**src/core_pkg.sv**
```systemverilog
package core_pkg;

    // ==================================================
    // Core sizes
    // ==================================================
    parameter int FETCH_WIDTH = 2;
    parameter int XLEN        = 32;
    parameter int PREGS       = 64;
    parameter int ROB_ENTRIES = 64;
    parameter int CDB_PORTS   = 2;

    // Index widths derived from the sizes above
    parameter int LOG2_PREGS  = $clog2(PREGS);
    parameter int ROB_IDX_W   = $clog2(ROB_ENTRIES);

    // ==================================================
    // Field types
    // ==================================================
    typedef logic [LOG2_PREGS-1:0] preg_tag_t;
    typedef logic [4:0]            arch_reg_t;
    typedef logic [XLEN-1:0]       xlen_t;
    typedef logic [ROB_IDX_W-1:0]  rob_idx_t;
    typedef logic [5:0]            opcode_t;
    typedef logic [5:0]            alu_func_t;

    // ==================================================
    // Bundles
    // ==================================================
    // One renamed micro-op from rename
    typedef struct packed {
        logic      valid;
        opcode_t   opcode;
        alu_func_t alu_func;
        preg_tag_t prs1;
        preg_tag_t prs2;
        preg_tag_t prd;
        xlen_t     imm;
        xlen_t     pc;
        logic      rs1_valid;
        logic      rs2_valid;
        logic      rd_valid;
        // Op class flags
        logic      is_alu;
        logic      is_load;
        logic      is_store;
        logic      is_branch;
        logic      is_cas;
        arch_reg_t arch_rs1;
        arch_reg_t arch_rs2;
        arch_reg_t arch_rd;
    } rename_uop_t;

    // One common data bus port
    typedef struct packed {
        logic      valid;
        preg_tag_t tag;
        xlen_t     value;
    } cdb_t;

    // Resolved source operand
    typedef struct packed {
        logic  ready;
        xlen_t value;
    } operand_t;

    // Reservation station entry request
    typedef struct packed {
        preg_tag_t   dst_tag;
        preg_tag_t   src1_tag;
        preg_tag_t   src2_tag;
        operand_t    src1;
        operand_t    src2;
        logic [11:0] op;
        rob_idx_t    rob_tag;
    } rs_alloc_t;

    // Reorder buffer entry request
    typedef struct packed {
        arch_reg_t arch_rd;
        preg_tag_t phys_rd;
        xlen_t     pc;
        logic      is_load;
        logic      is_store;
        logic      is_branch;
    } rob_alloc_t;

    // Load/store unit request
    typedef struct packed {
        logic       is_load;
        logic [7:0] opcode;
        xlen_t      base_addr;
        xlen_t      offset;
        arch_reg_t  arch_rs1;
        arch_reg_t  arch_rs2;
        arch_reg_t  arch_rd;
        preg_tag_t  phys_rd;
        rob_idx_t   rob_idx;
        xlen_t      store_data;
        logic       store_data_ready;
    } lsu_req_t;

endpackage

```
**src/operand_resolve.sv**
```systemverilog
`timescale 1ns/1ps

module operand_resolve import core_pkg::*; #(
    parameter int XLEN_P = XLEN
) (
    // Lane micro-op
    input  rename_uop_t          uop,
    // Array read results
    input  logic [XLEN_P-1:0]    src1_value,
    input  logic                 src1_ready,
    input  logic [XLEN_P-1:0]    src2_value,
    input  logic                 src2_ready,
    // Same-cycle results for bypass
    input  cdb_t [CDB_PORTS-1:0] cdb,
    // Resolved operands
    output operand_t             src1,
    output operand_t             src2
);

    // ==================================================
    // Single source resolution
    // ==================================================
    function automatic operand_t resolve(
        input logic                 used,
        input preg_tag_t            tag,
        input logic [XLEN_P-1:0]    arr_value,
        input logic                 arr_ready,
        input logic [XLEN_P-1:0]    unused_value,
        input cdb_t [CDB_PORTS-1:0] bus
    );
        operand_t res;
        if (!used) begin
            // No register read, constant operand
            res.ready = 1'b1;
            res.value = unused_value;
        end else if (tag == '0) begin
            // Zero register
            res.ready = 1'b1;
            res.value = '0;
        end else begin
            // Array contents by default
            res.ready = arr_ready;
            res.value = arr_value;
            // Bypass, later port overrides earlier one
            for (int p = 0; p < CDB_PORTS; p++) begin
                if (bus[p].valid && bus[p].tag == tag) begin
                    res.ready = 1'b1;
                    res.value = bus[p].value;
                end
            end
        end
        return res;
    endfunction

    // ==================================================
    // Sources
    // ==================================================
    // Source 1 has no immediate form
    assign src1 = resolve(uop.rs1_valid, uop.prs1, src1_value, src1_ready, '0, cdb);

    // Unused source 2 carries the immediate
    assign src2 = resolve(uop.rs2_valid, uop.prs2, src2_value, src2_ready,
                          uop.imm, cdb);

endmodule

```
**config.mk**
```make
export PLATFORM = sky130hd
export DESIGN_NAME = operand_resolve
export DESIGN_NICKNAME = d
export VERILOG_FILES = /design/src/core_pkg.sv /design/src/operand_resolve.sv
export SDC_FILE = /design/constraint.sdc
export NUM_CORES = 1
export LEC_CHECK = 0
export BUFFER_PORTS_ARGS = -buffer_cell sky130_fd_sc_hd__buf_2
export CAP_MARGIN = 15
export CORE_AREA = 2 2 126 128
export DETAILED_ROUTE_END_ITERATION = 16
export DIE_AREA = 0 0 128 130
export PLACE_DENSITY_LB_ADDON = 0.1
export SLEW_MARGIN = 0
export SYNTH_ARGS = -nofsm -noshare
export SYNTH_HDL_FRONTEND = slang
export SYNTH_SLANG_ARGS = --single-unit
```
**constraint.sdc**
```tcl
create_clock -name vclk -period 4.55
set_input_delay 0.6825 -clock vclk [all_inputs]
set_output_delay 0.6825 -clock vclk [all_outputs]
set_load 0.005 [all_outputs]
```
**Word level (Yosys, flattened, before mapping)**

Cells that the tools add are included.

- Bits in registers: 0
- Bits of input ports: 262
- Output and inout bits: 66
- Logic and storage cells: 18

- Equal/unequal tests: 4
- Muxes and demuxes: 8
- Reductions and logical operators: 6

Operators by type and width:

| cell | count |
|---|---|
| $mux W33 | 8 |
| $eq A6 B6 Y1 | 4 |
| $logic_not A6 Y1 | 2 |
| $logic_and A1 B1 Y1 | 4 |

**Depth between registers and ports, before layout**

Gate-level depths: netlist (run 1).

- Word-level depth: 6
- Gate-level depth with buffers: 7
- Gate-level depth less buffers: 5

**Worst setup path before layout (run 1)**

Ideal clock, no wire load.

- Kind: in2out
- Start point: input port cdb[76] (netlist name)
- End point: output port src1[10] (netlist name)
- Arrival: 1919 ps
- Required time: 3868 ps
- Setup slack: 1949 ps
- Stages on the path: 5
- Path buffers: 2
- Cells stage by stage: xor2_1 -> or4_1 -> buf_2 -> buf_2 -> a211oi_2

RTL lines:

| element | RTL line | text |
|---|---|---|
| start: declaration | operand_resolve.sv:14 | `input cdb_t [CDB_PORTS-1:0] cdb,` |
| end: declaration | operand_resolve.sv:16 | `output operand_t src1,` |

==> reports/results.txt, run 1 <==
Area occupied by multi-input gates = 2130 sq um
Dpl hpwl = 10200 microns
Die width = 128 microns
Pins Over Slew Limit = 0
# clk buffers = 0
First-pass GRT wire length = 19700 microns
Congestion Overflow GR = 0
Max_cap viols = 0
Design area = 3860 sq um
Post-Syn Area = 2420 sq um
Post-CTS sizing = 0
Final wirelength = 13500 microns
Die height = 130 microns
Largest net degree at the start of global routing = 36
Avg WL per Cell = 17.7 microns
Synth warn = 0
Net Count, Synth = 602
Nets = 831
Relative slew slack = 0.402
Via count = 3607
Sequential Area = 0 sq um
Fill cells = 1800
Ant diodes = 0
Hold_buf cts = 0
F_max = 0.279 GHz
I/O pins = 328
Global Route Usage Sum = 0.148
Dpl cells = 759
Worst hold path class = in2out
Initial antenna violation count = 0
Crit Path Class = in2out
Detailed router's first-iteration violation count = 130
First drt pass iteration count = 4
Yosys cell types = 25
Share of cells above drive strength 1 = 0.538
Startpoint Class = input pin
Worst Tran Pin Value = 894 ps
Leakage = 1.85 nW
CP Launch Point = cdb[74]
# setup viols final = 0
Period minus WS final = 3590 ps
DIE AREA = 16600 sq um
Crit Path Max Fanout = 35
Critical path endpoint = src1[24]
Via density = 4.75
RSZ-0062 raised after global routing = no
Status = complete, no violations
Synth-to-Final Area Change = 59.7%
Setup crit end kind = primary output
Layout Cells excl Fill = 759
Final ANT Viol Nets = 0
CORE AREA = 15400 sq um
Setup_tns = 0 ps
Worst endpoint required time = 3870 ps
Post-CTS Setup Inserts = 0
Placed Area = 3860 sq um
IO buf count = 256
Final Hold Viols = 0
Placement Rows = 46
Residual DRC = 0
Power per cell area = 83.1 nW/um^2
Register area share after synthesis = 0
Maximum vdd drop = 0.0401 mV
WP data arrival = 2910 ps
Final RePlAce weighted congestion = 0.740
Vias in the first global route = 3664
Mean area per synthesized cell = 7.11 sq um
Seq_cells = 0
Synth Instances = 340
Initial Util = 0.157
Final period util = 0.789
## placed cells by master, fill, tap and decap left out
cell type | synthesis | final
nor2_1 | 35 | 33
nor4_4 | 1 | 1
buf_2 | 7 | 256
or2_2 | 1 | 1
or4_1 | 3 | 2
nor3_1 | 1 | 1
nand3_1 | 2 | 2
a211oi_2 | 29 | 29
a221oi_1 | 32 | 32
nor2_4 | 0 | 1
nor3_4 | 1 | 1
o31ai_4 | 0 | 1
buf_4 | 3 | 12
inv_1 | 32 | 32
a211oi_1 | 3 | 3
o22ai_1 | 32 | 32
xnor2_2 | 0 | 1
or4_2 | 0 | 1
nor2_2 | 0 | 1
nand2_1 | 1 | 1
nand4_1 | 4 | 4
and4_1 | 32 | 32
mux2i_1 | 32 | 32
o21ai_0 | 32 | 32
xor2_1 | 11 | 11
o31a_1 | 1 | 1
xnor2_1 | 13 | 12
## cell usage after synthesis, drive strengths merged, types with 2 or more instances
| library cell | count | area share |
|---|---|---|
| nor2 | 35 | 0.054 |
| a211oi | 32 | 0.16 |
| a221oi | 32 | 0.12 |
| and4 | 32 | 0.12 |
| inv | 32 | 0.050 |
| mux2i | 32 | 0.13 |
| o21ai | 32 | 0.066 |
| o22ai | 32 | 0.083 |
| clkbuf | 28 | 0.044 |
| buf | 13 | 0.038 |
| xnor2 | 13 | 0.047 |
| xor2 | 11 | 0.040 |
| nand4 | 4 | 0.010 |
| or4 | 3 | 0.0093 |
| nand3 | 2 | 0.0041 |
| nor3 | 2 | 0.0088 |
## metal layers
metal	part of all wire	track usage	routed length, microns	vias up
met2	0.50	0.280	6750	148
met5	0	0	0	-
met3	0.059	0.0164	789	4
met4	0.0032	0.0103	43	0
met1	0.44	0.190	5880	1668
li1	-	-	-	1787
## how the worst min path moves through the flow
| stage | start | cells past startpoint | to |
|---|---|---|---|
| floorplan | src1_ready | 2 | src1[32] |
| global placement | src1_ready | 4 | src1[32] |
| detailed placement | src1_ready | 4 | src1[32] |
| CTS | src1_ready | 4 | src1[32] |
| global route | src1_ready | 4 | src1[32] |
| finish | src1_ready | 4 | src1[32] |
## cells by family after synthesis
logic type,Yosys count,synth area share
AOI/OAI and AO/OA,130,0.433
xor gates and xnor gates,24,0.0870
buffers and inverters,73,0.131
muxes,32,0.133
and+or+nand+nor,81,0.216
## layout make-up
| cell class | count | share of cell area |
|---|---|---|
| Multi-Input combinational cell | 267 | 0.551 |
| Timing Repair Buffer | 268 | 0.355 |
| Inverter | 32 | 0.0311 |
| Tap cell | 192 | 0.0623 |
## power by group
part / switching [mW] / internal [mW]
registers: 0 / 0
clock network: 0 / 0
logic: 0.165 / 0.155
total: 0.165 / 0.155
## critical path, stage by stage
cell	delay, ps
buf_2	120
xnor2_1	160
nand4_1	110
or4_2	950
buf_4	430
nor2_1	190
a211oi_2	60
buf_2	150
## metrics by stage
| stage | total power [mW] | hold WS [ps] | worst slack, ps | util |
|---|---|---|---|---|
| floorplan | 0.146 | 1460 | 1950 | - |
| global placement | 0.322 | 1630 | 964 | 0.250 |
| detailed placement | 0.324 | 1630 | 953 | 0.250 |
| CTS | 0.325 | 1640 | 945 | 0.250 |
| global route | 0.354 | 1680 | 843 | 0.250 |
| finish | 0.321 | 1630 | 962 | 0.250 |
Power figures use the tool's default switching activity.
==> run 2, diff against run 1 <==
--- a/config.mk
+++ b/config.mk
@@ -7,9 +7,9 @@
 export LEC_CHECK = 0
 export BUFFER_PORTS_ARGS = -buffer_cell sky130_fd_sc_hd__buf_2
 export CAP_MARGIN = 15
-export CORE_AREA = 2 2 126 128
+export CORE_AREA = 2 2 128 130
 export DETAILED_ROUTE_END_ITERATION = 16
-export DIE_AREA = 0 0 128 130
+export DIE_AREA = 0 0 130 132
 export PLACE_DENSITY_LB_ADDON = 0.1
 export SLEW_MARGIN = 0
 export SYNTH_ARGS = -nofsm -noshare
==> constraint.sdc (replaced) <==
create_clock -name vclk -period 3.29
set_input_delay 0.4935 -clock vclk [all_inputs]
set_output_delay 0.4935 -clock vclk [all_outputs]
set_load 0.005 [all_outputs]
==> reports/results.txt, run 2 (same netlist as run 1, synthesis figures left out) <==
Status = complete, no violations
F_max = 0.352 GHz
Buf+Inv Stages, Crit Path = 3 (unchanged)
Power per cell area = 114 nW/um^2 (+37%)
Fill cells = 1796 (-0.22%)
Synth-to-Final Area Change = 62.5%
Most common cell after layout, fill and taps aside = buf_2
Switching Share = 0.512 (-0.00428)
Setup crit end kind = primary output
Ant diodes = 0 (unchanged)
RSZ-0062 raised after global routing = no
CP max stage delay = 530 ps (-420 ps)
Congestion Overflow GR = 0 (unchanged)
Worst endpoint required time = 2800 ps (-1070 ps)
Dpl cells = 788 (+3.8%)
Vias in the first global route = 3819 (+4.2%)
First drt pass iteration count = 4 (unchanged)
CP Cell Sequence = buf_2, or4_1, o31a_1, buf_4, o21ai_0, o22ai_1, buf_2
Die width = 130 microns (+1.6%)
Crit Path Class = in2out
Final hold slack = 1260 ps (-374 ps)
Placement Rows = 46 (unchanged)
Leakage = 1.87 nW (+1.3%)
Dpl hpwl = 10800 microns (+5.7%)
Largest net degree at the start of global routing = 36 (unchanged)
Final Hold Viols = 0 (unchanged)
Die height = 132 microns (+1.5%)
Residual DRC = 0 (unchanged)
Crit path top cell by count = buf_2
Share of cells above drive strength 1 = 0.542 (+0.00404)
Post-CTS sizing = 0 (unchanged)
Part of the power in the clock network = 0 (unchanged)
Seq pwr share = 0 (unchanged)
Pwr Total = 0.448 mW (+40%)
Crit path max-delay family = compound AO/OA/AOI/OAI gates
I/O pins = 328 (unchanged)
Via density = 4.67 (-1.8%)
Post-CTS Setup Inserts = 0 (unchanged)
Layout Cells excl Fill = 788 (+3.8%)
Net Sw Power = 0.230 mW (+39%)
CORE AREA = 15700 sq um (+1.9%)
Initial antenna violation count = 0 (unchanged)
Period minus WS final = 2840 ps
Pins Over Slew Limit = 0 (unchanged)
Gate power share = 1.000 (about the same)
Setup_tns = 0 ps (unchanged)
Hold_buf cts = 0 (unchanged)
Initial Util = 0.154 (-0.00287)
Via count = 3677 (+1.9%)
CP max stage cell = or4_1
Worst hold path class = in2out
Final RePlAce weighted congestion = 0.785 (+6.0%)
Max_cap viols = 0 (unchanged)
Crit Path Max Fanout = 18 (-49%)
Maximum vdd drop = 0.0517 mV (+29%)
DIE AREA = 17200 sq um (+3.1%)
Seq_cells = 0 (unchanged)
Final wirelength = 13600 microns (+1.1%)
Avg WL per Cell = 17.3 microns (-2.6%)
Nets = 836 (+0.60%)
First-pass GRT wire length = 20600 microns (+4.6%)
Relative slew slack = 0.490 (+0.0882)
# setup viols final = 0 (unchanged)
Startpoint Class = input pin
WP data arrival = 2350 ps (-560 ps)
P_int = 0.219 mW (+41%)
Detailed router's first-iteration violation count = 101 (-22%)
IO buf count = 256 (unchanged)
Final period util = 0.863
Global Route Usage Sum = 0.148 (-0.000431)
Worst Tran Pin Value = 764 ps (-130 ps)
Sequential Area = 0 sq um (unchanged)
# clk buffers = 0 (unchanged)
Final ANT Viol Nets = 0 (unchanged)
Most frequent cells in the layout = 256 x buf_2, 33 x nor2_1
[run 2: cell count changes in the layout (fill, tap and decap cells not counted), sizes merged]
cell,before,now
buf,268,273
[run 2: final cells by class]
| type | instances | area, sq um | area share |
|---|---|---|---|
| inverters | 32 | 120 | 0.0306 |
| multi-input cells | 267 | 2130 | 0.542 |
| well taps | 216 | 270 | 0.0688 |
| repair buffers | 273 | 1410 | 0.359 |
[run 2: power groups by stage]
stage | Combinational (mW) | Clock (mW) | Sequential [mW]
after detailed placement | 0.453 | 0 | 0
final | 0.448 | 0 | 0
after CTS | 0.455 | 0 | 0
after floorplan | 0.202 | 0 | 0
after global placement | 0.452 | 0 | 0
after global routing | 0.494 | 0 | 0
[run 2: path summary, 6_finish.rpt]
kind	cells after the start	endpoint	startpoint
worst max-delay path	7	src2[3]	uop[94]
worst min-delay path	4	src1[32]	src1_ready
[run 2: stage by stage]
step | instance area (sq um) | setup slack, ps | utilization
after floorplan | 2420 | 1070 | -
after global placement | 3930 | 440 | 0.250
after detailed placement | 3930 | 439 | 0.250
after CTS | 3930 | 438 | 0.250
after global routing | 3930 | 324 | 0.250
final | 3930 | 450 | 0.250
[run 2: worst min-delay path, cell delays in order]
cell     delay [ps]
buf_2            80
nor3_1           40
nand2_1          50
buf_2           100
[run 2: metal layers]
layer / track usage / vias up / part of all wire
met5: 0 / - / 0
met4: 0.00717 / 0 / 0.0056
met3: 0.0195 / 4 / 0.068
met2: 0.274 / 144 / 0.50
met1: 0.189 / 1729 / 0.42
li1: - / 1800 / -
==> run 3, diff against run 2 <==
--- a/config.mk
+++ b/config.mk
@@ -7,9 +7,10 @@
 export LEC_CHECK = 0
 export BUFFER_PORTS_ARGS = -buffer_cell sky130_fd_sc_hd__buf_2
 export CAP_MARGIN = 15
-export CORE_AREA = 2 2 128 130
+export CELL_PAD_IN_SITES_DETAIL_PLACEMENT = 1
+export CELL_PAD_IN_SITES_GLOBAL_PLACEMENT = 2
+export CORE_UTILIZATION = 12
 export DETAILED_ROUTE_END_ITERATION = 16
-export DIE_AREA = 0 0 130 132
 export PLACE_DENSITY_LB_ADDON = 0.1
 export SLEW_MARGIN = 0
 export SYNTH_ARGS = -nofsm -noshare
==> reports/results.txt, run 3 (same netlist as run 1, synthesis figures left out) <==
Status = complete, no violations
Die width = 144 microns (+11%)
Crit Path Class = in2out
Final period util = 0.829 (-0.0337)
Initial Util = 0.123 (-0.0304)
Final RePlAce weighted congestion = 0.692 (-12%)
Worst hold path class = in2out
Die height = 144 microns (+9.0%)
Net Sw Power = 0.239 mW (+3.9%)
Global Route Usage Sum = 0.142 (-0.00553)
Power per cell area = 115 nW/um^2 (+0.28%)
Setup crit end kind = primary output
Crit path top cell by count = buf_2
Worst hold stages = 4 (unchanged)
DIE AREA = 20700 sq um (+21%)
Via count = 3730 (+1.4%)
Worst endpoint required time = 2800 ps (about the same)
Post-CTS sizing = 0 (unchanged)
IO buf count = 256 (unchanged)
CP max stage cell = buf_4
Post-CTS Setup Inserts = 0 (unchanged)
Period minus WS final = 2730 ps (-111 ps)
P_int = 0.220 mW (+0.44%)
Initial antenna violation count = 1 (+1)
Crit Path Max Fanout = 17 (-1)
Placement Rows = 51 (+11%)
Max_cap viols = 0 (unchanged)
Hold_buf cts = 0 (unchanged)
Ant diodes = 0 (unchanged)
Final Hold Viols = 0 (unchanged)
Setup_tns = 0 ps (unchanged)
# clk buffers = 0 (unchanged)
Pins Over Slew Limit = 0 (unchanged)
CORE AREA = 19600 sq um (+25%)
Dpl hpwl = 12100 microns (+13%)
Most common cell after layout, fill and taps aside = buf_2
Final ANT Viol Nets = 0 (unchanged)
Leakage = 1.88 nW (+0.55%)
Congestion Overflow GR = 0 (unchanged)
Seq pwr share = 0 (unchanged)
First-pass GRT wire length = 22900 microns (+11%)
Avg WL per Cell = 18.6 microns (+7.6%)
Worst Tran Pin Value = 753 ps (-11.4 ps)
WP data arrival = 2240 ps (-110 ps)
Residual DRC = 0 (unchanged)
Nets = 838 (+0.24%)
First drt pass iteration count = 4 (unchanged)
RSZ-0062 raised after global routing = no
Part of the power in the clock network = 0 (unchanged)
Synth-to-Final Area Change = 65.7%
Detailed router's first-iteration violation count = 97 (-4.0%)
CP Cell Sequence = buf_2, nand4_1, nor4_4, buf_4, mux2i_1, a211oi_2, buf_2
Final Util = 0.204 (-0.0456)
Share of cells above drive strength 1 = 0.544 (+0.00160)
Startpoint Class = input pin
Seq_cells = 0 (unchanged)
Largest net degree at the start of global routing = 34 (-5.6%)
Sequential Area = 0 sq um (unchanged)
I/O pins = 328 (unchanged)
Switching Share = 0.520 (+0.00852)
F_max = 0.366 GHz (+4.1%)
Fill cells = 2454 (+37%)
Relative slew slack = 0.498 (+0.00762)
Final wirelength = 15600 microns (+15%)
Maximum vdd drop = 0.0335 mV (-35%)
Gate power share = 1.000 (about the same)
Via density = 4.45 (-4.7%)
CP max stage delay = 390 ps (-140 ps)
Vias in the first global route = 4061 (+6.3%)
# setup viols final = 0 (unchanged)
Most frequent cells in the layout = 256 x buf_2, 33 x nor2_1
[run 3: cell count changes in the layout (fill, tap and decap cells not counted), sizes merged]
cell / previous run / this run
buf: 273 / 275
[run 3: power groups by stage]
stage	clock (mW)	sequential, mW	combinational [mW]
floorplan	0	0	0.202
global placement	0	0	0.465
detailed placement	0	0	0.469
CTS	0	0	0.470
global route	0	0	0.507
finish	0	0	0.458
[run 3: layout make-up]
cell class / count / area [sq um] / area share
repair buffers: 275 / 1420 / 0.356
inverters: 32 / 120 / 0.0300
well taps: 265 / 332 / 0.0828
multi-input cells: 267 / 2130 / 0.531
[run 3: final timing paths]
kind,startpoint,to,slack [ps]
worst max-delay path,cdb[38],src1[29],560
worst min-delay path,src1_ready,src1[32],1250
[run 3: per-stage QoR]
step	power [mW]	hold WS, ps	worst slack (ps)	std cells	area [sq um]
after floorplan	0.202	1080	1070	340	2420
after global placement	0.465	1250	571	839	4000
after detailed placement	0.469	1250	500	839	4000
after CTS	0.470	1260	492	839	4000
after global routing	0.507	1290	368	839	4000
final	0.458	1250	561	839	4000
[run 3: layer usage]
metal  vias to the layer above  part of all wire  global-route usage
li1                       1796                 -                   -
met1                      1779              0.42               0.172
met2                       145              0.50               0.269
met3                         8             0.067              0.0260
met4                         2            0.0049             0.00896
met5                         -           0.00071                   0
[run 3: worst max-delay path: cells and delay by family]
| family | cells | cell delay, ps |
|---|---|---|
| compound gates | 1 | 250 |
| buf+inv | 3 | 880 |
| mux | 1 | 150 |
| simple gates | 2 | 440 |
