==> src/core_pkg.sv <==
package core_pkg;

    // ==================================================
    // Core sizes
    // ==================================================
    parameter int FETCH_WIDTH = 2;
    parameter int XLEN        = 32;
    parameter int PREGS       = 64;
    parameter int ROB_ENTRIES = 64;
    parameter int CDB_PORTS   = 2;

    // Index widths derived from the sizes above
    parameter int LOG2_PREGS  = $clog2(PREGS);
    parameter int ROB_IDX_W   = $clog2(ROB_ENTRIES);

    // ==================================================
    // Field types
    // ==================================================
    typedef logic [LOG2_PREGS-1:0] preg_tag_t;
    typedef logic [4:0]            arch_reg_t;
    typedef logic [XLEN-1:0]       xlen_t;
    typedef logic [ROB_IDX_W-1:0]  rob_idx_t;
    typedef logic [5:0]            opcode_t;
    typedef logic [5:0]            alu_func_t;

    // ==================================================
    // Bundles
    // ==================================================
    // One renamed micro-op from rename
    typedef struct packed {
        logic      valid;
        opcode_t   opcode;
        alu_func_t alu_func;
        preg_tag_t prs1;
        preg_tag_t prs2;
        preg_tag_t prd;
        xlen_t     imm;
        xlen_t     pc;
        logic      rs1_valid;
        logic      rs2_valid;
        logic      rd_valid;
        // Op class flags
        logic      is_alu;
        logic      is_load;
        logic      is_store;
        logic      is_branch;
        logic      is_cas;
        arch_reg_t arch_rs1;
        arch_reg_t arch_rs2;
        arch_reg_t arch_rd;
    } rename_uop_t;

    // One common data bus port
    typedef struct packed {
        logic      valid;
        preg_tag_t tag;
        xlen_t     value;
    } cdb_t;

    // Resolved source operand
    typedef struct packed {
        logic  ready;
        xlen_t value;
    } operand_t;

    // Reservation station entry request
    typedef struct packed {
        preg_tag_t   dst_tag;
        preg_tag_t   src1_tag;
        preg_tag_t   src2_tag;
        operand_t    src1;
        operand_t    src2;
        logic [11:0] op;
        rob_idx_t    rob_tag;
    } rs_alloc_t;

    // Reorder buffer entry request
    typedef struct packed {
        arch_reg_t arch_rd;
        preg_tag_t phys_rd;
        xlen_t     pc;
        logic      is_load;
        logic      is_store;
        logic      is_branch;
    } rob_alloc_t;

    // Load/store unit request
    typedef struct packed {
        logic       is_load;
        logic [7:0] opcode;
        xlen_t      base_addr;
        xlen_t      offset;
        arch_reg_t  arch_rs1;
        arch_reg_t  arch_rs2;
        arch_reg_t  arch_rd;
        preg_tag_t  phys_rd;
        rob_idx_t   rob_idx;
        xlen_t      store_data;
        logic       store_data_ready;
    } lsu_req_t;

endpackage

==> src/dispatch_router.sv <==
`timescale 1ns/1ps

module dispatch_router import core_pkg::*; #(
    parameter int FETCH_W = FETCH_WIDTH
) (
    // Group from rename plus resolved sources
    input  rename_uop_t [FETCH_W-1:0] uops,
    input  operand_t [FETCH_W-1:0]    src1,
    input  operand_t [FETCH_W-1:0]    src2,
    // Back-pressure and ROB slot indices
    input  logic                      rs_full,
    input  logic                      rob_alloc_ok,
    input  logic                      flush,
    input  rob_idx_t [FETCH_W-1:0]    rob_idx,
    // Hold request to rename
    output logic                      stall,
    // Reservation station
    output logic [FETCH_W-1:0]        rs_alloc_en,
    output rs_alloc_t [FETCH_W-1:0]   rs_alloc,
    // Reorder buffer
    output logic [FETCH_W-1:0]        rob_alloc_en,
    output rob_alloc_t [FETCH_W-1:0]  rob_alloc,
    // Load/store unit
    output logic                      lsu_alloc_en,
    output lsu_req_t                  lsu_req,
    // Scoreboard clears
    output logic [FETCH_W-1:0]        alloc_dst_en,
    output preg_tag_t [FETCH_W-1:0]   alloc_dst_tag
);

    localparam int CNT_W = $clog2(FETCH_W + 1);
    localparam int SEL_W = (FETCH_W > 1) ? $clog2(FETCH_W) : 1;

    // ==================================================
    // Memory op census
    // ==================================================
    logic [FETCH_W-1:0] mem_lane;
    logic [CNT_W-1:0]   mem_count;
    logic [SEL_W-1:0]   lsu_sel;
    logic               lsu_found;

    always_comb begin
        mem_count = '0;
        for (int i = 0; i < FETCH_W; i++) begin
            // CAS counts as a memory op too
            mem_lane[i] = uops[i].valid &&
                          (uops[i].is_load || uops[i].is_store || uops[i].is_cas);
            mem_count   = mem_count + CNT_W'(mem_lane[i]);
        end
    end

    // Lowest memory lane, the only one when not stalled
    always_comb begin
        lsu_sel   = '0;
        lsu_found = 1'b0;
        for (int i = 0; i < FETCH_W; i++) begin
            if (mem_lane[i] && !lsu_found) begin
                lsu_sel   = SEL_W'(i);
                lsu_found = 1'b1;
            end
        end
    end

    // ==================================================
    // Stall
    // ==================================================
    // Whole group holds on any blocker
    assign stall = rs_full || !rob_alloc_ok || flush || (mem_count > CNT_W'(1));

    // ==================================================
    // Per-lane ROB and RS allocation
    // ==================================================
    always_comb begin
        for (int i = 0; i < FETCH_W; i++) begin
            // Every valid lane takes a ROB slot
            rob_alloc_en[i] = uops[i].valid && !stall;
            // Only ALU and branch ops wait in the RS
            rs_alloc_en[i]  = rob_alloc_en[i] && (uops[i].is_alu || uops[i].is_branch);
            // Destination goes not-ready once dispatched
            alloc_dst_en[i]  = rob_alloc_en[i] && uops[i].rd_valid;
            alloc_dst_tag[i] = uops[i].prd;

            // ROB payload
            rob_alloc[i].arch_rd   = uops[i].arch_rd;
            rob_alloc[i].phys_rd   = uops[i].prd;
            rob_alloc[i].pc        = uops[i].pc;
            rob_alloc[i].is_load   = uops[i].is_load;
            rob_alloc[i].is_store  = uops[i].is_store;
            rob_alloc[i].is_branch = uops[i].is_branch;

            // RS payload, ROB slot doubles as the tag
            rs_alloc[i].dst_tag  = uops[i].prd;
            rs_alloc[i].src1_tag = uops[i].prs1;
            rs_alloc[i].src2_tag = uops[i].prs2;
            rs_alloc[i].src1     = src1[i];
            rs_alloc[i].src2     = src2[i];
            rs_alloc[i].op       = {uops[i].opcode, uops[i].alu_func};
            rs_alloc[i].rob_tag  = rob_idx[i];
        end
    end

    // ==================================================
    // LSU request
    // ==================================================
    assign lsu_alloc_en = lsu_found && !stall;

    always_comb begin
        // CAS reads memory, so it travels as a load
        lsu_req.is_load          = uops[lsu_sel].is_load || uops[lsu_sel].is_cas;
        lsu_req.opcode           = {uops[lsu_sel].opcode, 2'b00};
        // Address is base plus immediate offset
        lsu_req.base_addr        = src1[lsu_sel].value;
        lsu_req.offset           = uops[lsu_sel].imm;
        lsu_req.arch_rs1         = uops[lsu_sel].arch_rs1;
        lsu_req.arch_rs2         = uops[lsu_sel].arch_rs2;
        lsu_req.arch_rd          = uops[lsu_sel].arch_rd;
        lsu_req.phys_rd          = uops[lsu_sel].prd;
        lsu_req.rob_idx          = rob_idx[lsu_sel];
        // Store data may still be in flight
        lsu_req.store_data       = src2[lsu_sel].value;
        lsu_req.store_data_ready = src2[lsu_sel].ready;
    end

endmodule

==> config.mk <==
export PLATFORM = sky130hd
export DESIGN_NAME = dispatch_router
export DESIGN_NICKNAME = d
export VERILOG_FILES = /design/src/core_pkg.sv /design/src/dispatch_router.sv
export SDC_FILE = /design/constraint.sdc
export NUM_CORES = 1
export LEC_CHECK = 0
export ABC_AREA = 1
export BUFFER_PORTS_ARGS = -buffer_cell sky130_fd_sc_hd__buf_2
export CAP_MARGIN = 40
export CORE_AREA = 8 8 314 316
export DETAILED_ROUTE_END_ITERATION = 8
export DIE_AREA = 0 0 322 324
export MAX_ROUTING_LAYER = met4
export PLACE_DENSITY = 0.3
export SLEW_MARGIN = 20
export SYNTH_ARGS = -nofsm -noshare
export SYNTH_HDL_FRONTEND = slang
export SYNTH_SLANG_ARGS = --single-unit
==> constraint.sdc <==
create_clock -name vclk -period 2.25
set_input_delay 0.225 -clock vclk [all_inputs]
set_output_delay 0.225 -clock vclk [all_outputs]
set_load 0.03 [all_outputs]
* Word-level counts from Yosys, hierarchy flattened *
Cells that the tools add are included.

storage, ports and cells
  flip-flop bits (word level) = 0
  input bits = 383
  output and inout bits = 449
  logic and storage cells = 37

cells by class
  add/sub/neg operators = 1
  $lt $le $gt $ge = 2
  multiplexer cells = 11
  reduce and logical (&&, ||, !) cells = 23

operators with widths
  cell                  number
  $mux W117             2
  $mux W33              2
  $mux W32              2
  $mux W6               2
  $logic_and A1 B1 Y1   10
  $logic_or A1 B1 Y1    10
  $logic_not A1 Y1      3
  $mux W1               3
  $add A1 B1 Y2         1
  $gt A2 B1 Y1 const B  1
  $lt A1 B2 Y1 const B  1

* Logic depth before layout (Yosys ltp) *
Gate-level depths: netlist of the first run.

  word-level depth = 10
  depth in mapped cells = 8
  mapped depth without buffers = 6

* Worst setup path after synthesis of the first run *
No wires, ideal clock.

  path kind = input to output
  start point = input uops[136] in the netlist's numbering
  end point = output lsu_alloc_en
  data arrival time = 1422 ps
  required time = 2025 ps
  setup slack = 603 ps
  stages = 6
  buffers on the path = 1
  cell sequence = nor2_1 a21oi_2 buf_2 nand2_1 nand2_1 nor2_1

on the way
  cells in the longest elaborated chain, start to end = 8
  elaborated cells between the ends (all ways) = 10
  those cells by class = add/sub: 1; order compare: 1; mux: 1; reduce/logical: 7

ends and longest elaborated chain
  item                              line                    RTL
  start, declared                   dispatch_router.sv:7    input rename_uop_t [FETCH_W-1:0] uops,
  $logic_or A1 B1 Y1 (2 in series)  dispatch_router.sv:47   (uops[i].is_load || uops[i].is_store || uops[i].is_cas);
  $logic_and A1 B1 Y1               dispatch_router.sv:46   mem_lane[i] = uops[i].valid &&
  $add A1 B1 Y2                     dispatch_router.sv:48   mem_count = mem_count + CNT_W'(mem_lane[i]);
  $gt A2 B1 Y1                      dispatch_router.sv:68   assign stall = rs_full || !rob_alloc_ok || flush || (mem_count > CNT_W'(1));
  $logic_or A1 B1 Y1                dispatch_router.sv:68
  via stall                         dispatch_router.sv:16   output logic stall,
  $logic_not A1 Y1                  dispatch_router.sv:105  assign lsu_alloc_en = lsu_found && !stall;
  $logic_and A1 B1 Y1               dispatch_router.sv:105
  end, declared                     dispatch_router.sv:24   output logic lsu_alloc_en,

The timed path passes the listed nets, and every way through them passes these cells.

* Worst setup path after layout of the first run *
  start point = input uops[136] in the netlist's numbering
  end point = output lsu_alloc_en

on the way
  cells in the longest elaborated chain, start to end = 8
  elaborated cells between the ends (all ways) = 10
  those cells by class = add/sub: 1; order compare: 1; mux: 1; reduce/logical: 7

ends and longest elaborated chain
  item                                line
  $logic_or A1 B1 Y1 * (2 in series)  dispatch_router.sv:47
  $logic_and A1 B1 Y1 *               dispatch_router.sv:46
  $add A1 B1 Y2                       dispatch_router.sv:48
  $gt A2 B1 Y1                        dispatch_router.sv:68
  $logic_or A1 B1 Y1                  dispatch_router.sv:68
  $logic_not A1 Y1                    dispatch_router.sv:105
  $logic_and A1 B1 Y1 *               dispatch_router.sv:105

Mark *: on every way between the ends. The rest lies on a longest branch, timed or not.

==> impl_metrics.env, run 1 <==
export IMPL_outcome="finished, final reports clean"
export IMPL_detailedPlace_worstSlack_ps=77.3
export IMPL_ant_nets=0
export IMPL_path_cells="buf_2, nor2_1, a21oi_4, buf_4, buf_12, inv_1, nand2_1, inv_1, nor2_1, buf_2"
export IMPL_internal_power_w=0.000624
export IMPL_grt_pass1_vias=6166
export IMPL_power_frac_seq_pct=0
export IMPL_swShare_pct=72.0
export IMPL_clock_power_share_pct=0
export IMPL_timing_critical_path_required_ps=2030
export IMPL_worstMarginPinSlew_ps=506
export IMPL_dieHeight_um=324
export IMPL_crit_arrival_ps=1830
export IMPL_nClkBuffers=0
export IMPL_pwr_share_comb_pct=100.0
export IMPL_ys_seq_area_share_pct=0
export IMPL_slowest_stage="a21oi_4"
export IMPL_grt_overflow_total=0
export IMPL_pin_count=832
export IMPL_synthCells=776
export IMPL_hold_violations=0
export IMPL_final_common_cell="buf_2"
export IMPL_fmaxAchievable_mhz=487
export IMPL_p_leak_nw=3.89
export IMPL_max_stage_delay_ps=440
export IMPL_yosys_area_top_type="buf_4"
export IMPL_drc_errors=0
export IMPL_post_drt_wl_per_cell_um=18.4
export IMPL_ys_types=16
export IMPL_drt_iter0_drc=229
export IMPL_initial_core_util_pct=4.58
export IMPL_core_area_sq_um=93900
export IMPL_layout_drive_gt1_share_pct=60.8
export IMPL_netlist_area_leader_share_pct=54.3
export IMPL_setup_viol=0
export IMPL_hp_class="in -> out"
export IMPL_rsz0062_at_grt="no"
export IMPL_ir_drop_v=0.0000712
export IMPL_viasPerCell=2.50
export IMPL_die_width_um=322
export IMPL_slew_viol_final=0
export IMPL_crit_path_max_fanout=28
export IMPL_num_vias=5856
export IMPL_cts_setup_buffers=0
export IMPL_maxCapViolCount=0
export IMPL_layout_common_cells="622 x buf_2, 265 x nand2_1, 132 x nand3_1"
export IMPL_fillers=11300
export IMPL_ys_warn_count=0
export IMPL_n_sequential_cell=0
export IMPL_portBuffers=622
export IMPL_register_area_sq_um=0
export IMPL_num_rows=113
export IMPL_grt_antenna_before_repair=16
export IMPL_dp_hpwl_mm=40.5
export IMPL_syn_avg_cell_area_sq_um=5.54
export IMPL_start_kind="input port"
export IMPL_dieArea_sq_um=104000
export IMPL_synth_area_top_cells="buf_4 54%, nand2_1 23%, nand3_1 15%"
export IMPL_post_route_min_period_ps=2050
export IMPL_syn_area_sq_um=4300
export IMPL_fin_nets=1459
export IMPL_grt_max_degree=52
export IMPL_place_congestion=0.895
export IMPL_totalWireLength_mm=43.1
export IMPL_grt_pass1_wl_mm=53.1
export IMPL_setup_ws_ps=198
export IMPL_syn_to_final_growth_pct=59.2
export IMPL_ctsHoldBuffers=0
export IMPL_finalCritPeriodShare_pct=91.2
export IMPL_drt_pass1_iter_count=4
export IMPL_endpoint_kind="output port"
export IMPL_slew_headroom_pct=66.2
export IMPL_path_class="in -> out"
export IMPL_powerDensity_nw_per_um2=326
export IMPL_cts_resized_gates=0
export IMPL_finalSetupTns_ps=0
export IMPL_grt_use_total_pct=7.55
export IMPL_switchingPower_w=0.00160
## routing by layer
layer  track usage, %  share of wire [%]
met1             7.38                 34
met2             12.3                 46
met3             5.97                 19
met4            0.516                1.0
met5                -                  0
## cell families (layout without fill, tap and decap cells)
kind of cell | Yosys count | after routing | synth area share (%)
other | 1 | 3 | 0.0873
buffers and inverters | 362 | 659 | 59.5
and+or+nand+nor | 410 | 410 | 39.9
AOI/OAI and AO/OA | 3 | 3 | 0.436
## area by class of cell
class	count	area (sq um)	share of cell area [%]
Multi-Input combinational cell	415	1780	26.0
Inverter	10	37.5	0.549
Tap cell	1265	1580	23.1
Antenna cell	1	2.50	0.0366
Timing Repair Buffer	649	3440	50.3
## synthesized netlist by cell type (all sizes together)
cell type and n:
inv 10, nor3b 1, clkbuf 14, conb 1, o21ai 1, nand2 267
buf 338, nand3b 1, nand3 132, nor2 9, a21oi 2
## metrics by stage
step | utilization [%] | hold WS [ps] | area [sq um] | power, W | cells
3_5_place_dp | 7.28 | 450 | 6840 | 0.00229 | 2339
6_report | 7.29 | 450 | 6840 | 0.00223 | 2340
2_1_floorplan | - | 582 | 4300 | 0.00183 | 777
3_3_place_gp | 7.28 | 450 | 6840 | 0.00231 | 2339
4_1_cts | 7.28 | 450 | 6840 | 0.00229 | 2339
5_1_grt | 7.28 | 450 | 6840 | 0.00241 | 2339
## path summary, 6_finish.rpt
kind       from  cells past startpoint           end
min   uops[101]                      0  rs_alloc[92]
max   uops[136]                     10  lsu_alloc_en
## power by group through the flow
stage	registers (W)	logic (W)	clock network [W]
4_1_cts	0	0.00229	0
2_1_floorplan	0	0.00183	0
3_3_place_gp	0	0.00231	0
3_5_place_dp	0	0.00229	0
5_1_grt	0	0.00241	0
6_report	0	0.00223	0.0000000000351
## critical path: cells and delay by family
kind                   cells  cell delay [ps]
buffers and inverters      6              880
AND/OR/NAND/NOR            3              250
AO/OA/AOI/OAI              1              440
Note: power is estimated with default switching activity, not from simulation.
==> inputs of run 2 (changes only) <==
Settings changed: CORE_AREA 8 8 314 316 to 5 5 320 322, DIE_AREA 0 0 322 324 to 0 0 325 327, RECOVER_POWER set to 100.
==> impl_metrics.env, run 2 (synthesized netlist as in run 1, its figures left out) <==
export IMPL_power_w=0.00216
export IMPL_fillers=12000
export IMPL_swShare_pct=76.1
export IMPL_post_drt_wl_per_cell_um=19.9
export IMPL_final_util_pct=6.50
export IMPL_start_kind="input port"
export IMPL_finalCritPeriodShare_pct=92.3
export IMPL_hold_violations=0
export IMPL_maxCapViolCount=0
export IMPL_grt_overflow_total=0
export IMPL_crit_path_max_fanout=25
export IMPL_fin_nets=1448
export IMPL_finalSetupTns_ps=0
export IMPL_clock_power_share_pct=0
export IMPL_rsz0062_at_grt="no"
export IMPL_critPathCapture="lsu_req[96]"
export IMPL_met1_length_mm=14.4
export IMPL_fmaxAchievable_mhz=481
export IMPL_totalWireLength_mm=47.1
export IMPL_cts_setup_buffers=0
export IMPL_drt_iter0_drc=180
export IMPL_n_sequential_cell=0
export IMPL_power_frac_seq_pct=0
export IMPL_core_area_sq_um=99300
export IMPL_syn_to_final_growth_pct=50.1
export IMPL_register_area_sq_um=0
export IMPL_dp_hpwl_mm=43.7
export IMPL_worstMarginPinSlew_ps=722
export IMPL_whs_ps=450
export IMPL_grt_max_degree=54
export IMPL_final_common_cell="buf_2"
export IMPL_switchingPower_w=0.00165
export IMPL_ant_nets=0
export IMPL_startpoint="uops[136]"
export IMPL_nClkBuffers=0
export IMPL_layout_drive_gt1_share_pct=35.0
export IMPL_post_route_min_period_ps=2080
export IMPL_pin_count=832
export IMPL_fin_cells=2366
export IMPL_dieHeight_um=327
export IMPL_powerDensity_nw_per_um2=335
export IMPL_p_leak_nw=3.08
export IMPL_setup_viol=0
export IMPL_viasPerCell=2.52
export IMPL_endpoint_kind="output port"
export IMPL_ctsHoldBuffers=0
export IMPL_wl_met3_mm=10.0
export IMPL_num_rows=116
export IMPL_slew_headroom_pct=52.1
export IMPL_portBuffers=622
export IMPL_layout_common_cells="288 x buf_2, 270 x clkbuf_1, 265 x nand2_1"
export IMPL_slew_viol_final=0
export IMPL_routed_top_layer="met4"
export IMPL_cts_resized_gates=0
export IMPL_grt_pass1_wl_mm=57.4
export IMPL_die_width_um=325
export IMPL_dp_cells=2361
export IMPL_internal_power_w=0.000516
export IMPL_pwr_share_comb_pct=100.0
export IMPL_drt_pass1_iter_count=4
export IMPL_outcome="finished, final reports clean"
export IMPL_multiInputGateArea_sq_um=1780
export IMPL_timing_critical_path_required_ps=2030
export IMPL_grt_use_total_pct=8.27
export IMPL_crit_arrival_ps=1850
export IMPL_grt_antenna_before_repair=37
export IMPL_drc_errors=0
export IMPL_initial_core_util_pct=4.33
export IMPL_place_congestion=0.880
export IMPL_dieArea_sq_um=106000
export IMPL_path_class="in -> out"
export IMPL_grt_pass1_vias=5879
export IMPL_ir_drop_v=0.0000720
export IMPL_dr_wl_met2_mm=21.8
export IMPL_hp_class="in -> out"
export IMPL_num_vias=5954
run 2: worst min-delay path by stage:
stage / from / end / slack (ps) / cells after the start
after floorplan: uops[87] / alloc_dst_tag[0] / 580 / 1
after detailed placement: uops[33] / rob_alloc[13] / 450 / 0
after global placement: uops[33] / rob_alloc[13] / 450 / 0
final: uops[162] / rob_alloc[70] / 450 / 0
after global routing: uops[162] / rob_alloc[70] / 450 / 0
after CTS: uops[33] / rob_alloc[13] / 450 / 0
run 2: worst max-delay path, cell delays in order:
cell,delay (ps)
buf_2,100
nor2_1,250
a21oi_4,180
nand2_8,280
clkbuf_2,380
nand2_1,90
nand2_1,110
clkbuf_2,210
run 2: power groups by stage:
stage          combinational, W  sequential, W        clock, W
6_report                0.00216              0  0.000000000300
5_1_grt                 0.00235              0  0.000000000180
4_1_cts                 0.00231              0               0
3_5_place_dp            0.00231              0               0
3_3_place_gp            0.00232              0               0
2_1_floorplan           0.00183              0               0
run 2: layer usage:
metal  track usage [%]  vias to the layer above
met5                 -                        -
met4             0.887                        0
met3              7.54                       68
met2              14.0                      578
met1              7.06                     2609
li1                  -                     2699
run 2: cell type report:
type	instances	share of cell area, %
diodes	5	0.194
inverters	10	0.582
multi-input cells	415	27.6
well taps	1298	25.2
repair buffers	638	46.5
run 2: stage by stage:
stage	setup slack [ps]	area (sq um)
3_3_place_gp	121	6790
2_1_floorplan	603	4300
3_5_place_dp	158	6790
6_report	173	6450
5_1_grt	26.0	6450
4_1_cts	155	6790
==> inputs of run 3 (changes only) <==
Settings changed: ABC_AREA 1 to unset, CORE_AREA 5 5 320 322 to 5 5 321 323, DIE_AREA 0 0 325 327 to 0 0 326 328.
==> impl_metrics.env, run 3 <==
export IMPL_whs_path_depth=0
export IMPL_n_sequential_cell=0
export IMPL_syn_avg_cell_area_sq_um=9.48
export IMPL_synth_top_family_by_area="buffers and inverters"
export IMPL_crit_arrival_ps=1920
export IMPL_viasPerCell=2.19
export IMPL_die_width_um=326
export IMPL_grt_use_total_pct=6.88
export IMPL_setup_viol=0
export IMPL_dpl_instance_area_sq_um=6820
export IMPL_slew_viol_final=0
export IMPL_maxCapViolCount=0
export IMPL_ys_types=18
export IMPL_synth_compound_area_share_pct=0.949
export IMPL_synthCells=473
export IMPL_yosys_mux_area_fraction_pct=40.3
export IMPL_finalSetupTns_ps=0
export IMPL_syn_to_final_growth_pct=45.7
export IMPL_hold_violations=0
export IMPL_finalCritPeriodShare_pct=95.5
export IMPL_layout_drive_gt1_share_pct=66.0
export IMPL_grt_overflow_total=0
export IMPL_yosys_area_top_type="buf_4"
export IMPL_final_util_pct=6.56
export IMPL_place_congestion=0.898
export IMPL_hp_start="uops[47]"
export IMPL_outcome="finished, final reports clean"
export IMPL_grt_antenna_before_repair=31
export IMPL_netlist_area_leader_share_pct=51.9
export IMPL_fmaxAchievable_mhz=465
export IMPL_nClkBuffers=0
export IMPL_timing_critical_path_required_ps=2030
export IMPL_p_leak_nw=2.91
export IMPL_syn_area_sq_um=4480
export IMPL_dieHeight_um=328
export IMPL_fillers=11900
export IMPL_final_common_cell="buf_2"
export IMPL_cts_resized_gates=0
export IMPL_post_route_min_period_ps=2150
export IMPL_initial_core_util_pct=4.50
export IMPL_core_area_sq_um=99600
export IMPL_portBuffers=622
export IMPL_ir_drop_v=0.0000833
export IMPL_synth_most_common_cell="buf_4"
export IMPL_cts_setup_buffers=0
export IMPL_design_area_sq_um=6530
export IMPL_synth_fa_ha_area_share_pct=0
export IMPL_num_vias=4589
export IMPL_drt_pass1_iter_count=4
export IMPL_dp_hpwl_mm=37.8
export IMPL_worstMarginPinSlew_ps=872
export IMPL_grt_pass1_wl_mm=47.5
export IMPL_synth_area_top_cells="buf_4 52%, mux2_4 30%, mux2_2 10%"
export IMPL_dp_cells=2083
export IMPL_ys_top_cells_by_count="310 x buf_4, 89 x mux2_4, 41 x mux2_2"
export IMPL_dieArea_sq_um=107000
export IMPL_endpoint_kind="output port"
export IMPL_slew_headroom_pct=42.1
export IMPL_hp_class="in -> out"
export IMPL_post_drt_wl_per_cell_um=18.9
export IMPL_yosys_area_share_simple_pct=1.31
export IMPL_fin_cells=2096
export IMPL_num_rows=116
export IMPL_path_class="in -> out"
export IMPL_ctsHoldBuffers=0
export IMPL_drc_errors=0
export IMPL_synth_xor_area_share_pct=0.195
export IMPL_rsz0062_at_grt="no"
export IMPL_start_kind="input port"
export IMPL_ys_warn_count=0
export IMPL_holdPathEnd="rob_alloc[27]"
export IMPL_drt_iter0_drc=136
export IMPL_layout_common_cells="294 x buf_2, 246 x clkbuf_1, 88 x mux2_4"
export IMPL_powerDensity_nw_per_um2=322
export IMPL_fin_nets=1170
export IMPL_pin_count=832
export IMPL_grt_pass1_vias=4803
export IMPL_crit_path_max_fanout=38
export IMPL_grt_max_degree=39
export IMPL_totalWireLength_mm=39.7
export IMPL_register_area_sq_um=0
export IMPL_ys_seq_area_share_pct=0
export IMPL_ant_nets=0
run 3: cell types whose count changed after synthesis, moves of 14 or more:
cell / previous run / this run
mux2_2: 0 / 41
mux2_4: 0 / 89
nand2_1: 265 / 0
nand3_1: 132 / 0
clkbuf_1: 14 / 0
buf_2: 26 / 4
run 3: stage by stage:
stage / setup slack (ps) / hold WS, ps / total power (W)
3_5_place_dp: 128 / 450 / 0.00223
3_3_place_gp: 156 / 450 / 0.00225
4_1_cts: 126 / 450 / 0.00224
5_1_grt: 46.4 / 450 / 0.00225
2_1_floorplan: 398 / 582 / 0.00191
6_report: 101 / 450 / 0.00211
run 3: critical path: stages:
cell and delay, ps:
buf_2 140, o31a_1 370, nand2b_4 180, buf_12 270
mux2_1 420, buf_2 200
run 3: worst max-delay path by stage:
stage	start	to	slack, ps
6_report	uops[136]	lsu_req[48]	100
2_1_floorplan	uops[135]	lsu_req[132]	400
3_5_place_dp	uops[136]	lsu_req[76]	130
3_3_place_gp	uops[136]	lsu_req[76]	160
5_1_grt	uops[136]	lsu_req[3]	50
4_1_cts	uops[136]	lsu_req[76]	130
run 3: final cells by class:
cell class | count | area [sq um] | area share (%)
timing repair buffer | 636 | 2950 | 45.2
multi-input combinational | 148 | 1920 | 29.4
tap | 1298 | 1620 | 24.9
antenna | 13 | 32.5 | 0.498
inverter | 1 | 3.75 | 0.0575
run 3: layer usage:
layer	global-route usage (%)	vias up	part of all wire, %
met1	6.37	2024	32
met5	-	-	0
met2	11.1	615	45
met3	5.66	62	20
met4	1.45	0	3.0
li1	-	1888	-
run 3: logic make-up (layout without fill, tap and decap cells):
group                     count (synthesis)  after routing
AOI/OAI and AO/OA                         5              5
xor gates and xnor gates                  1              1
buffers and inverters                   326            637
muxes                                   131            131
other                                     1             15
and+or+nand+nor                           9              9
run 3: power breakdown:
| part | total, W | internal [W] | switching, W |
|---|---|---|---|
| Sequential | 0 | 0 | 0 |
| Clock | 0.000000000768 | 0.000000000768 | 0 |
| Combinational | 0.00211 | 0.000659 | 0.00145 |
| Total | 0.00211 | 0.000659 | 0.00145 |
